`src/eccPkg.sv`:
```
package eccPkg;

   localparam int DataWidth  = 16;
   localparam int CheckWidth = 6;
   localparam int ByteWidth  = 8;

   typedef logic [DataWidth-1:0]  dataT;
   typedef logic [CheckWidth-1:0] checkT;

   // Hsiao code, each column weight three, each check bit covers eight data bits
   localparam checkT HColumns [DataWidth] = '{
      6'h0B,   // d0
      6'h0D,   // d1
      6'h0E,   // d2
      6'h13,   // d3
      6'h16,   // d4
      6'h19,   // d5
      6'h1A,   // d6
      6'h1C,   // d7
      6'h23,   // d8
      6'h25,   // d9
      6'h26,   // d10
      6'h29,   // d11
      6'h2C,   // d12
      6'h31,   // d13
      6'h32,   // d14
      6'h34    // d15
   };

   typedef enum logic [1:0] {
      ErrNone,    // Zero syndrome
      ErrData,    // Matches a data column
      ErrCheck,   // Single check bit flipped
      ErrUncorr   // Anything else
   } errClassE;

   // Data bits feeding the parity tree of check bit c
   function automatic dataT colMask(input int c);
      dataT m;
      for (int i = 0; i < DataWidth; i++) begin
         m[i] = HColumns[i][c];
      end
      return m;
   endfunction

   function automatic logic bytePar(input logic [ByteWidth-1:0] b);
      return ^b;   // Even parity
   endfunction

   function automatic int unsigned checkWeight(input checkT s);
      int unsigned n;
      n = 0;
      for (int k = 0; k < CheckWidth; k++) begin
         n += s[k];
      end
      return n;
   endfunction

endpackage
```
`src/eccStageIf.sv`:
```
`timescale 1ns/1ps

interface eccStageIf import eccPkg::*; ();

   logic  valid;      // Item present this cycle
   logic  encode;     // Encode item, no correction
   dataT  data;       // Registered input word
   checkT syndrome;   // Generated check bits in encode mode
   logic  parityLo;   // Parity of raw low byte
   logic  parityHi;   // Parity of raw high byte

   modport src (
      output valid,
      output encode,
      output data,
      output syndrome,
      output parityLo,
      output parityHi
   );

   modport dst (
      input valid,
      input encode,
      input data,
      input syndrome,
      input parityLo,
      input parityHi
   );

endinterface

```
`src/eccTop.sv`:
```
`timescale 1ns/1ps

module eccTop import eccPkg::*; (
   input  logic  clk_i,
   input  logic  rst_i,
   input  logic  valid_i,
   input  logic  encode_i,
   input  dataT  data_i,
   input  checkT check_i,
   output logic  valid_o,
   output dataT  data_o,
   output checkT checkOut_o,
   output logic  parityLo_o,
   output logic  parityHi_o,
   output logic  uncorrErr_o
);

   // Carries one item between the two stages
   eccStageIf stageIf_inst ();

   // Stage 1, parity trees
   syndromeGen syndromeGen_inst (
      .clk_i    (clk_i),
      .rst_i    (rst_i),
      .valid_i  (valid_i),
      .encode_i (encode_i),
      .data_i   (data_i),
      .check_i  (check_i),
      .stage_o  (stageIf_inst.src)
   );

   // Stage 2, decode and correct
   errorCorrect errorCorrect_inst (
      .clk_i       (clk_i),
      .rst_i       (rst_i),
      .stage_i     (stageIf_inst.dst),
      .valid_o     (valid_o),
      .data_o      (data_o),
      .checkOut_o  (checkOut_o),
      .parityLo_o  (parityLo_o),
      .parityHi_o  (parityHi_o),
      .uncorrErr_o (uncorrErr_o)
   );

endmodule

```
`src/errorCorrect.sv`:
```
`timescale 1ns/1ps

module errorCorrect import eccPkg::*; (
   input  logic   clk_i,
   input  logic   rst_i,
   eccStageIf.dst stage_i,
   output logic   valid_o,
   output dataT   data_o,
   output checkT  checkOut_o,
   output logic   parityLo_o,
   output logic   parityHi_o,
   output logic   uncorrErr_o
);

   dataT     flipMask;
   errClassE errClass;
   logic     flipLo;       // Flip falls in low byte
   logic     flipHi;       // Flip falls in high byte
   dataT     dataNext;
   logic     parLoNext;
   logic     parHiNext;
   logic     uncorrNext;

   syndromeDecode syndromeDecode_inst (
      .syndrome_i (stage_i.syndrome),
      .flipMask_o (flipMask),
      .errClass_o (errClass)
   );

   assign flipLo = |flipMask[ByteWidth-1:0];
   assign flipHi = |flipMask[DataWidth-1:ByteWidth];

   always_comb begin
      if (stage_i.encode) begin
         dataNext   = stage_i.data;   // Pass through
         parLoNext  = stage_i.parityLo;
         parHiNext  = stage_i.parityHi;
         uncorrNext = 1'b0;
      end else begin
         dataNext   = stage_i.data ^ flipMask;
         parLoNext  = stage_i.parityLo ^ flipLo;   // One flipped bit toggles parity
         parHiNext  = stage_i.parityHi ^ flipHi;
         uncorrNext = (errClass == ErrUncorr);
      end
   end

   always_ff @(posedge clk_i) begin
      if (rst_i) begin
         valid_o     <= 1'b0;
         uncorrErr_o <= 1'b0;
      end else begin
         valid_o     <= stage_i.valid;
         uncorrErr_o <= stage_i.valid & uncorrNext;   // Flag only with an item
      end
   end

   always_ff @(posedge clk_i) begin
      if (stage_i.valid) begin
         data_o     <= dataNext;
         checkOut_o <= stage_i.syndrome;   // Check bits or syndrome
         parityLo_o <= parLoNext;
         parityHi_o <= parHiNext;
      end
   end

   // Unknown bits here would spread into the flag and the corrected word
   aStageKnown: assert property (
      @(posedge clk_i) disable iff (rst_i)
      stage_i.valid |-> !$isunknown({stage_i.data, stage_i.syndrome})
   ) else $error("unknown data or syndrome on a valid stage item");

endmodule

```
`src/syndromeDecode.sv`:
```
`timescale 1ns/1ps

module syndromeDecode import eccPkg::*; (
   input  checkT    syndrome_i,
   output dataT     flipMask_o,
   output errClassE errClass_o
);

   logic dataHit;   // Syndrome names a data bit
   logic zeroSyn;
   logic checkHit;  // Syndrome names a check bit

   // Column compare, distinct columns keep the mask one-hot
   always_comb begin
      flipMask_o = '0;
      for (int i = 0; i < DataWidth; i++) begin
         flipMask_o[i] = (syndrome_i == HColumns[i]);
      end
      assert ($onehot0(flipMask_o))
         else $error("flip mask has more than one bit set");
   end

   assign dataHit  = |flipMask_o;
   assign zeroSyn  = (syndrome_i == '0);
   assign checkHit = (checkWeight(syndrome_i) == 1);

   // Even weight nonzero syndromes land in ErrUncorr
   always_comb begin
      if (zeroSyn) begin
         errClass_o = ErrNone;
      end else if (dataHit) begin
         errClass_o = ErrData;
      end else if (checkHit) begin
         errClass_o = ErrCheck;
      end else begin
         errClass_o = ErrUncorr;
      end
   end

endmodule

```
`src/syndromeGen.sv`:
```
`timescale 1ns/1ps

module syndromeGen import eccPkg::*; (
   input  logic   clk_i,
   input  logic   rst_i,
   input  logic   valid_i,
   input  logic   encode_i,
   input  dataT   data_i,
   input  checkT  check_i,
   eccStageIf.src stage_o
);

   checkT genCheck;   // Check bits of the data word
   checkT checkIn;    // Received check bits, masked in encode mode
   checkT syndrome;
   logic  parLo;
   logic  parHi;

   // One XOR tree per check bit
   for (genvar c = 0; c < CheckWidth; c++) begin : gTree
      assign genCheck[c] = ^(data_i & colMask(c));
   end

   assign checkIn  = encode_i ? '0 : check_i;
   assign syndrome = genCheck ^ checkIn;   // Equals genCheck when encoding

   // Raw byte parities, corrected later
   assign parLo = bytePar(data_i[ByteWidth-1:0]);
   assign parHi = bytePar(data_i[DataWidth-1:ByteWidth]);

   always_ff @(posedge clk_i) begin
      if (rst_i) begin
         stage_o.valid <= 1'b0;
      end else begin
         stage_o.valid <= valid_i;
      end
   end

   always_ff @(posedge clk_i) begin
      if (valid_i) begin   // Hold payload between items
         stage_o.encode   <= encode_i;
         stage_o.data     <= data_i;
         stage_o.syndrome <= syndrome;
         stage_o.parityLo <= parLo;
         stage_o.parityHi <= parHi;
      end
   end

   // The mode select decides the whole downstream path of the item
   aEncodeKnown: assert property (
      @(posedge clk_i) disable iff (rst_i)
      valid_i |-> !$isunknown(encode_i)
   ) else $error("encode_i is unknown on a valid input");

endmodule

```
`config.mk`:
```
export PLATFORM = sky130hd
export DESIGN_NAME = eccTop
export DESIGN_NICKNAME = d
export VERILOG_FILES = /design/src/eccPkg.sv /design/src/eccStageIf.sv /design/src/eccTop.sv /design/src/errorCorrect.sv /design/src/syndromeDecode.sv /design/src/syndromeGen.sv
export SDC_FILE = /design/constraint.sdc
export NUM_CORES = 1
export LEC_CHECK = 0
export BUFFER_PORTS_ARGS = -buffer_cell sky130_fd_sc_hd__buf_4
export CAP_MARGIN = 30
export CORE_MARGIN = 8
export CORE_UTILIZATION = 48
export DETAILED_ROUTE_END_ITERATION = 16
export HOLD_SLACK_MARGIN = 0.08
export PLACE_DENSITY = 0.82
export SETUP_SLACK_MARGIN = 0.02
export SKIP_LAST_GASP = 1
export SLEW_MARGIN = 20
export SYNTH_ARGS = -nofsm -noshare
export SYNTH_HDL_FRONTEND = slang
export SYNTH_HIERARCHICAL = 1
export SYNTH_SLANG_ARGS = --single-unit
```
`constraint.sdc`:
```
create_clock -name clk_i -period 2.9 [get_ports clk_i]
set_input_delay 0.145 -clock clk_i [delete_from_list [all_inputs] [get_ports clk_i]]
set_output_delay 0.145 -clock clk_i [all_outputs]
set_load 0.02 [all_outputs]
```
==> impl_metrics.csv, run 1 <==
group,metric,value,unit
sta,finalSetupTns,0,ps
setup_path,reg2reg_from,"syndromeGen_inst/stage_o.syndrome[1]$_DFFE_PP_",
pwr,total_power,2.24,mW
synth,synthCells,201,
clock_tree,numCtsBuffers,5,
route,routed_via_density,4.86,
global_route,grtUsageTotal,13.7,%
clock_tree,cts_max_path_buffers,2,
final_layout,fin_util,63.9,%
sta,slew_headroom,66.9,%
final_layout,final_area,3520,sq um
final_layout,drive_above_1_share,27.1,%
synth,yosysSeqAreaShare,55.8,%
setup_path,required,3080,ps
synth,ys_top_cells_by_area,"edfxtp_1 54%, xnor2_1 12%, xnor3_1 4.9%, nand2b_1 4.3%, ha_1 2.3%",
final_layout,most-common-layout-cells,"56 x buf_4, 49 x edfxtp_1, 39 x xnor2_1",
setup_path,r2r_setup_slack,140,ps
sta,final-setup-viol-count,0,
final_layout,syn_to_final_growth,28.1,%
global_route,grt_first_pass_wirelength,9050,um
sta,fin_crit,2760,ps
setup_path,crit_type,"reg2reg",
placed_design,placement.io_buffers,51,
setup_path,critPathMaxStageDelay,490,ps
floorplan,start_util,49.9,%
route,final_antenna_net_count,0,
pwr,power_per_cell_area,638,nW/um^2
setup_path,critical_path.cell_chain,"inv_2, fa_1, fa_1, inv_1, ha_1, fa_1, nor2_1, nand2_1, o21a_1, nand3_1, nor2_1",
synth,synth_cell_types,37,
route,vias,1711,
route,drt_iter0_drc,147,
clock_tree,tritoncts,"built",
synth,synth_area_per_cell,13.7,sq um
setup_path,crit_path_frequent_cell,"fa_1",
setup_path,critPathCaptureType,"flop",
placed_design,dpl_cell_area,3210,sq um
pwr,power_leakage,1.41,nW
clock_tree,cts-root-buf,"clkbuf_8",
floorplan,ios,52,
floorplan,rows,27,
setup_path,r2r_end,"errorCorrect_inst/uncorrErr_o$_SDFF_PP0_",
floorplan,coreArea,5510,sq um
synth,ys_warn_count,6,
sta,rsz0062_at_grt,"false",
sta,fin_worst_skew,6.70,ps
pwr,irDropWorstVdd,0.251,mV
sta,min_period_over_period,95.2,%
sta,hold_viol,0,
floorplan,die_w,91.6,um
clock_tree,clock_sinks,52,
setup_path,slowest_stage,"fa_1",
floorplan,die_h,91.6,um
placed_design,hpwlAfterDp,4160,um
final_layout,final_common_cell,"buf_4",
hold_path,min-delay-start,"valid_i",
synth,syn-num-nets,235,
final_layout,n_fill_cell,440,
route,routedWlPerCell,15.7,um
hold_path,whs_endpoint,"syndromeGen_inst/stage_o.syndrome[0]$_DFFE_PP_",
clock_tree,path_clk_slew,80,ps
floorplan,design.die.area,8400,sq um
placed_design,gp_congestion,0.921,
clock_tree,ctsHtreeMaxLevel,2,
setup_path,worst-r2r-cell-count,11,
sta,worst_pin_slew,496,ps
synth,synth.cell_area,2750,sq um
synth,synth_top_area_share,53.6,%
hold_path,hold_depth,1,
outcome,status,"finished, final reports clean",
global_route,grt_max_degree,27,
setup_path,path_delay_family,"adder cells",
hold_path,hold_class,"in2reg",
sta,max_freq,0.362,GHz
setup_path,crit_buf_inv,2,
global_route,antenna_found_initial,0,
synth,yosys.area.top_type,"edfxtp_1",
route,drc,0,
route,firstDrtPassIters,4,
global_route,first_global_vias,1800,
setup_path,crit_fanout,4,
flow_run,cap_violations,0,
sta,slew_viol_final,0,
final_layout,antenna_cells,0,
route,wirelength,5520,um
clock_tree,clkLatencyLatePin,310,ps
setup_path,cp.arrival,2950,ps
final_layout,num-nets-final,313,
setup_path,cp-start-kind,"flop",
synth,ys_seq_elements,52,
global_route,gr-total-overflow,0,
worst max path at each step:
stage	startpoint	endpoint	slack (ps)	cells after the start
3_3_place_gp	syndromeGen_inst/stage_o.syndrome[1]$_DFFE_PP_	errorCorrect_inst/uncorrErr_o$_SDFF_PP0_	220	11
2_1_floorplan	syndromeGen_inst/stage_o.syndrome[3]$_DFFE_PP_	errorCorrect_inst/uncorrErr_o$_SDFF_PP0_	200	12
5_1_grt	syndromeGen_inst/stage_o.syndrome[1]$_DFFE_PP_	errorCorrect_inst/uncorrErr_o$_SDFF_PP0_	20	11
4_1_cts	syndromeGen_inst/stage_o.syndrome[1]$_DFFE_PP_	errorCorrect_inst/uncorrErr_o$_SDFF_PP0_	80	11
6_report	syndromeGen_inst/stage_o.syndrome[1]$_DFFE_PP_	errorCorrect_inst/uncorrErr_o$_SDFF_PP0_	140	11
3_5_place_dp	syndromeGen_inst/stage_o.syndrome[1]$_DFFE_PP_	errorCorrect_inst/uncorrErr_o$_SDFF_PP0_	100	11
logic make-up (layout without fill, tap and decap cells):
logic type,count (synthesis),count (layout),synth area share (%)
compound gates,11,11,2.69
xor+xnor,52,52,20.4
fa+ha+maj,8,8,4.46
buf+inv,12,91,2.23
flops,52,52,55.8
mux,1,1,0.364
simple gates,65,65,14.1
layer usage:
metal / GRT usage, % / routed length [um]
met4: 6.14 / 91
met3: 3.75 / 280
met5: 0 / 0
met1: 16.4 / 2420
met2: 22.5 / 2730
state kept, by name, summed over array words and instances, names as in the netlist:
register and count:
errorCorrect_inst/checkOut_o 6, errorCorrect_inst/data_o 16, errorCorrect_inst/parityHi_o 1, errorCorrect_inst/parityLo_o 1
errorCorrect_inst/uncorrErr_o 1, errorCorrect_inst/valid_o 1, syndromeGen_inst/stage_o.data 16, syndromeGen_inst/stage_o.encode 1
syndromeGen_inst/stage_o.parityHi 1, syndromeGen_inst/stage_o.parityLo 1, syndromeGen_inst/stage_o.syndrome 6, syndromeGen_inst/stage_o.valid 1
cells in the mapped netlist, drive strengths merged:
| cell | n |
|---|---|
| a211o | 1 |
| a21oi | 2 |
| a221o | 1 |
| a31oi | 1 |
| and3 | 13 |
| and4 | 2 |
| buf | 3 |
| dfxtp | 3 |
| edfxtp | 49 |
| fa | 3 |
| ha | 5 |
| inv | 9 |
| mux2i | 1 |
| nand2 | 2 |
| nand2b | 19 |
| nand3 | 3 |
| nand3b | 1 |
| nor2 | 9 |
| nor2b | 7 |
| nor3 | 4 |
| nor4 | 4 |
| o2111ai | 1 |
| o21a | 1 |
| o21ai | 3 |
| o22ai | 1 |
| or3 | 1 |
| xnor2 | 40 |
| xnor3 | 7 |
| xor2 | 5 |
area by class of cell:
class / instances / area, sq um / share of cell area [%]
Tap cell: 72 / 90.1 / 2.56
Inverter: 9 / 33.8 / 0.961
Sequential cell: 52 / 1530 / 43.5
Multi-Input combinational cell: 137 / 1150 / 32.8
Clock inverter: 2 / 35.0 / 0.996
Timing Repair Buffer: 74 / 601 / 17.1
Clock buffer: 6 / 72.6 / 2.06
power by group:
part / switching (mW) / internal, mW / leakage, nW / total (mW)
Clock: 0.224 / 0.256 / 0.0552 / 0.480
Combinational: 0.391 / 0.361 / 0.860 / 0.752
Sequential: 0.0650 / 0.945 / 0.495 / 1.01
Total: 0.680 / 1.56 / 1.41 / 2.24
metrics by stage:
stage / hold slack, ps / setup slack, ps / std cells
floorplan: 217 / 197 / 201
global placement: 311 / 218 / 323
detailed placement: 316 / 95.4 / 323
CTS: 264 / 76.5 / 349
global route: 267 / 22.0 / 352
finish: 264 / 139 / 352
what timing repair did:
| item | in CTS | in global routing |
|---|---|---|
| hold endpoints to repair | 19 | 0 |
| hold buffers | 18 | 0 |
| setup endpoints to repair | 0 | 1 |
| gates resized for setup | 0 | 2 |
| buffers inserted | 0 | 3 |
No activity file was read; power rests on OpenSTA's default activity.
==> run 2, diff against run 1 <==
--- a/config.mk
+++ b/config.mk
@@ -5,6 +5,7 @@
 export SDC_FILE = /design/constraint.sdc
 export NUM_CORES = 1
 export LEC_CHECK = 0
+export ABC_CLOCK_PERIOD_IN_PS = 2900
 export BUFFER_PORTS_ARGS = -buffer_cell sky130_fd_sc_hd__buf_4
 export CAP_MARGIN = 30
 export CORE_MARGIN = 8
@@ -17,5 +18,4 @@
 export SLEW_MARGIN = 20
 export SYNTH_ARGS = -nofsm -noshare
 export SYNTH_HDL_FRONTEND = slang
-export SYNTH_HIERARCHICAL = 1
 export SYNTH_SLANG_ARGS = --single-unit
==> run 2 against run 1 <==
Compared with the run above: flip-flop and latch count unchanged; highest routed layer unchanged; critical endpoint is now errorCorrect_inst.uncorrErr_o$_SDFF_PP0_; synthesized area shrank 6.4%; sequential share of layout area grew 2.4 points; sequential power about the same; via count decreased by 2.2%; die area is 5.3% lower; routed wire length decreased by 10%; utilization rose by 1.0 points; critical path type unchanged; register-to-register slack gained 180 ps; clock skew decreased by 3.7 ps; synthesized cell count shrank 6.5%.
==> impl_metrics.csv, run 2 <==
group,metric,value,unit
clock_tree,tritoncts,"built",
global_route,first_global_vias,1657,
synth,async_reset_ff_share,0,%
clock_tree,numCtsBuffers,5,
final_layout,antenna_cells,0,
sta,max_freq,0.388,GHz
outcome,status,"finished, final reports clean",
clock_tree,hold_buffers,18,
setup_path,cp.arrival,2780,ps
synth,yosysSeqAreaShare,59.6,%
route,routedWlPerCell,14.8,um
final_layout,multi_input_area,992,sq um
pwr,power_per_cell_area,653,nW/um^2
floorplan,rows,26,
synth,synthCells,188,
final_layout,regArea,1530,sq um
synth,synth_cell_types,31,
synth,yosysMostFrequentCell,"xnor2_1",
setup_path,crit_fanout,4,
pwr,power_leakage,1.24,nW
final_layout,n_fill_cell,407,
hold_path,hold_class,"in2reg",
final_layout,syn_to_final_growth,29.7,%
route,wirelength,4950,um
route,final_antenna_net_count,0,
clock_tree,cts-resized-gates,0,
final_layout,drive_above_1_share,25.0,%
floorplan,design.die.area,7950,sq um
clock_tree,clkLatencyLatePin,300,ps
sta,fin_worst_skew,3.00,ps
global_route,grtUsageTotal,12.8,%
global_route,grt_first_pass_wirelength,7750,um
placed_design,placement.io_buffers,51,
placed_design,gp_congestion,0.902,
route,vias,1674,
clock_tree,postCtsSetupRepairBufs,0,
route,drt_iter0_drc,203,
synth,ys_seq_elements,52,
placed_design,hpwlAfterDp,3860,um
synth,ys_top_cells_by_area,"edfxtp_1 57%, xnor2_1 17%, xor2_1 2.7%, ha_1 2.4%, dfxtp_1 2.3%",
setup_path,r2r_setup_slack,320,ps
clock_tree,cts_max_path_buffers,2,
sta,worst_pin_slew,598,ps
synth,synth_common_cells,"50 x xnor2_1, 49 x edfxtp_1, 10 x nand3_1",
final_layout,most-common-layout-cells,"53 x buf_4, 50 x xnor2_1, 49 x edfxtp_1",
final_layout,final_area,3330,sq um
route,routed_via_density,5.01,
global_route,antenna_found_initial,0,
sta,finalSetupTns,0,ps
synth,ys_warn_count,0,
floorplan,start_util,50.0,%
sta,fin_crit,2580,ps
synth,synth.cell_area,2570,sq um
flow_run,cap_violations,0,
final_layout,top_regs,"errorCorrect_inst.data_o: 16 flops, syndromeGen_inst.stage_o.data: 16 flops",
route,drc,0,
sta,min_period_over_period,88.9,%
sta,final-setup-viol-count,0,
global_route,gr-total-overflow,0,
sta,slew_viol_final,0,
floorplan,coreArea,5140,sq um
sta,rsz0062_at_grt,"false",
clock_tree,clock_sinks,52,
synth,synth_area_per_cell,13.7,sq um
final_layout,num-nets-final,297,
route,firstDrtPassIters,4,
global_route,grt_max_degree,27,
pwr,total_power,2.18,mW
final_layout,final_common_cell,"buf_4",
synth,synth_flop_cell,"edfxtp_1",
floorplan,ios,52,
floorplan,die_w,89.2,um
floorplan,die_h,89.2,um
setup_path,required,3100,ps
synth,synth_edf_count,49,
synth,syn-num-nets,222,
clock_tree,path_clk_slew,90,ps
synth,synth_top_area_share,57.2,%
clock_tree,cts-root-buf,"clkbuf_8",
pwr,irDropWorstVdd,0.254,mV
setup_path,crit_type,"reg2reg",
placed_design,dpl_cell_area,3040,sq um
sta,hold_viol,0,
clock_tree,ctsHtreeMaxLevel,2,
synth,yosys.area.top_type,"edfxtp_1",
setup_path,critPathCaptureType,"flop",
sta,slew_headroom,59.8,%
setup_path,cp-start-kind,"flop",
[run 2: cell types whose count changed after synthesis, moves of 2 or more]
cell | previous run | this run
and3_1 | 8 | 2
and3_2 | 5 | 0
nand4_1 | 0 | 6
xor2_1 | 5 | 8
xnor3_1 | 6 | 1
xnor2_1 | 39 | 50
buf_6 | 2 | 0
nand2b_1 | 19 | 2
nor4_1 | 4 | 0
nand3_1 | 3 | 10
nand2_1 | 2 | 4
[run 2: cell families (layout without fill, tap and decap cells)]
| logic type | after synthesis | after routing | share of synthesized area [%] |
|---|---|---|---|
| mux | 2 | 2 | 1.31 |
| flops | 52 | 52 | 59.6 |
| fa+ha+maj | 8 | 8 | 4.77 |
| compound gates | 8 | 8 | 2.19 |
| xor+xnor | 59 | 59 | 20.6 |
| simple gates | 47 | 47 | 9.68 |
| buf+inv | 12 | 88 | 1.85 |
[run 2: layout make-up]
cell class	count	share of cell area (%)
clock inverters	3	1.28
repair buffers	71	17.3
clock buffers	5	2.06
well taps	70	2.63
multi-input cells	124	29.8
inverters	9	1.01
flip-flops and latches	52	45.9
[run 2: worst paths after layout]
check                                                 start                                             end  cells after the start
max          syndromeGen_inst.stage_o.syndrome[1]$_DFFE_PP_        errorCorrect_inst.uncorrErr_o$_SDFF_PP0_                     10
min                                              check_i[5]  syndromeGen_inst.stage_o.syndrome[5]$_DFFE_PP_                      3
max reg2reg  syndromeGen_inst.stage_o.syndrome[1]$_DFFE_PP_        errorCorrect_inst.uncorrErr_o$_SDFF_PP0_                     10
min reg2reg  syndromeGen_inst.stage_o.syndrome[0]$_DFFE_PP_       errorCorrect_inst.checkOut_o[0]$_DFFE_PP_                      0
[run 2: critical path, stage by stage (launching register included)]
cell	delay, ps
edfxtp_1	460
inv_1	150
fa_1	450
fa_1	490
inv_1	40
ha_1	180
fa_1	430
nor2_1	110
nand2_1	60
nand4b_1	80
nor2_1	40
[run 2: power breakdown]
group          switching (mW)  total [mW]  internal, mW
clock network           0.223       0.478         0.255
logic                   0.360       0.672         0.312
registers              0.0832        1.03         0.946
total                   0.666        2.18          1.51
[run 2: per-stage QoR]
step | util, % | hold WS [ps] | setup slack [ps] | cells
finish | 64.9 | 214 | 323 | 334
CTS | 64.9 | 217 | 320 | 334
floorplan | - | 217 | 275 | 188
global placement | 59.2 | 312 | 410 | 308
detailed placement | 59.2 | 316 | 333 | 308
global route | 64.9 | 247 | 188 | 334
[run 2: routing by layer]
metal	vias to the layer above	part of all wire, %	global-route usage (%)
li1	806	-	-
met1	786	37	14.2
met2	70	54	23.5
met3	12	7.1	2.76
met4	0	1.8	4.53
met5	-	0	0
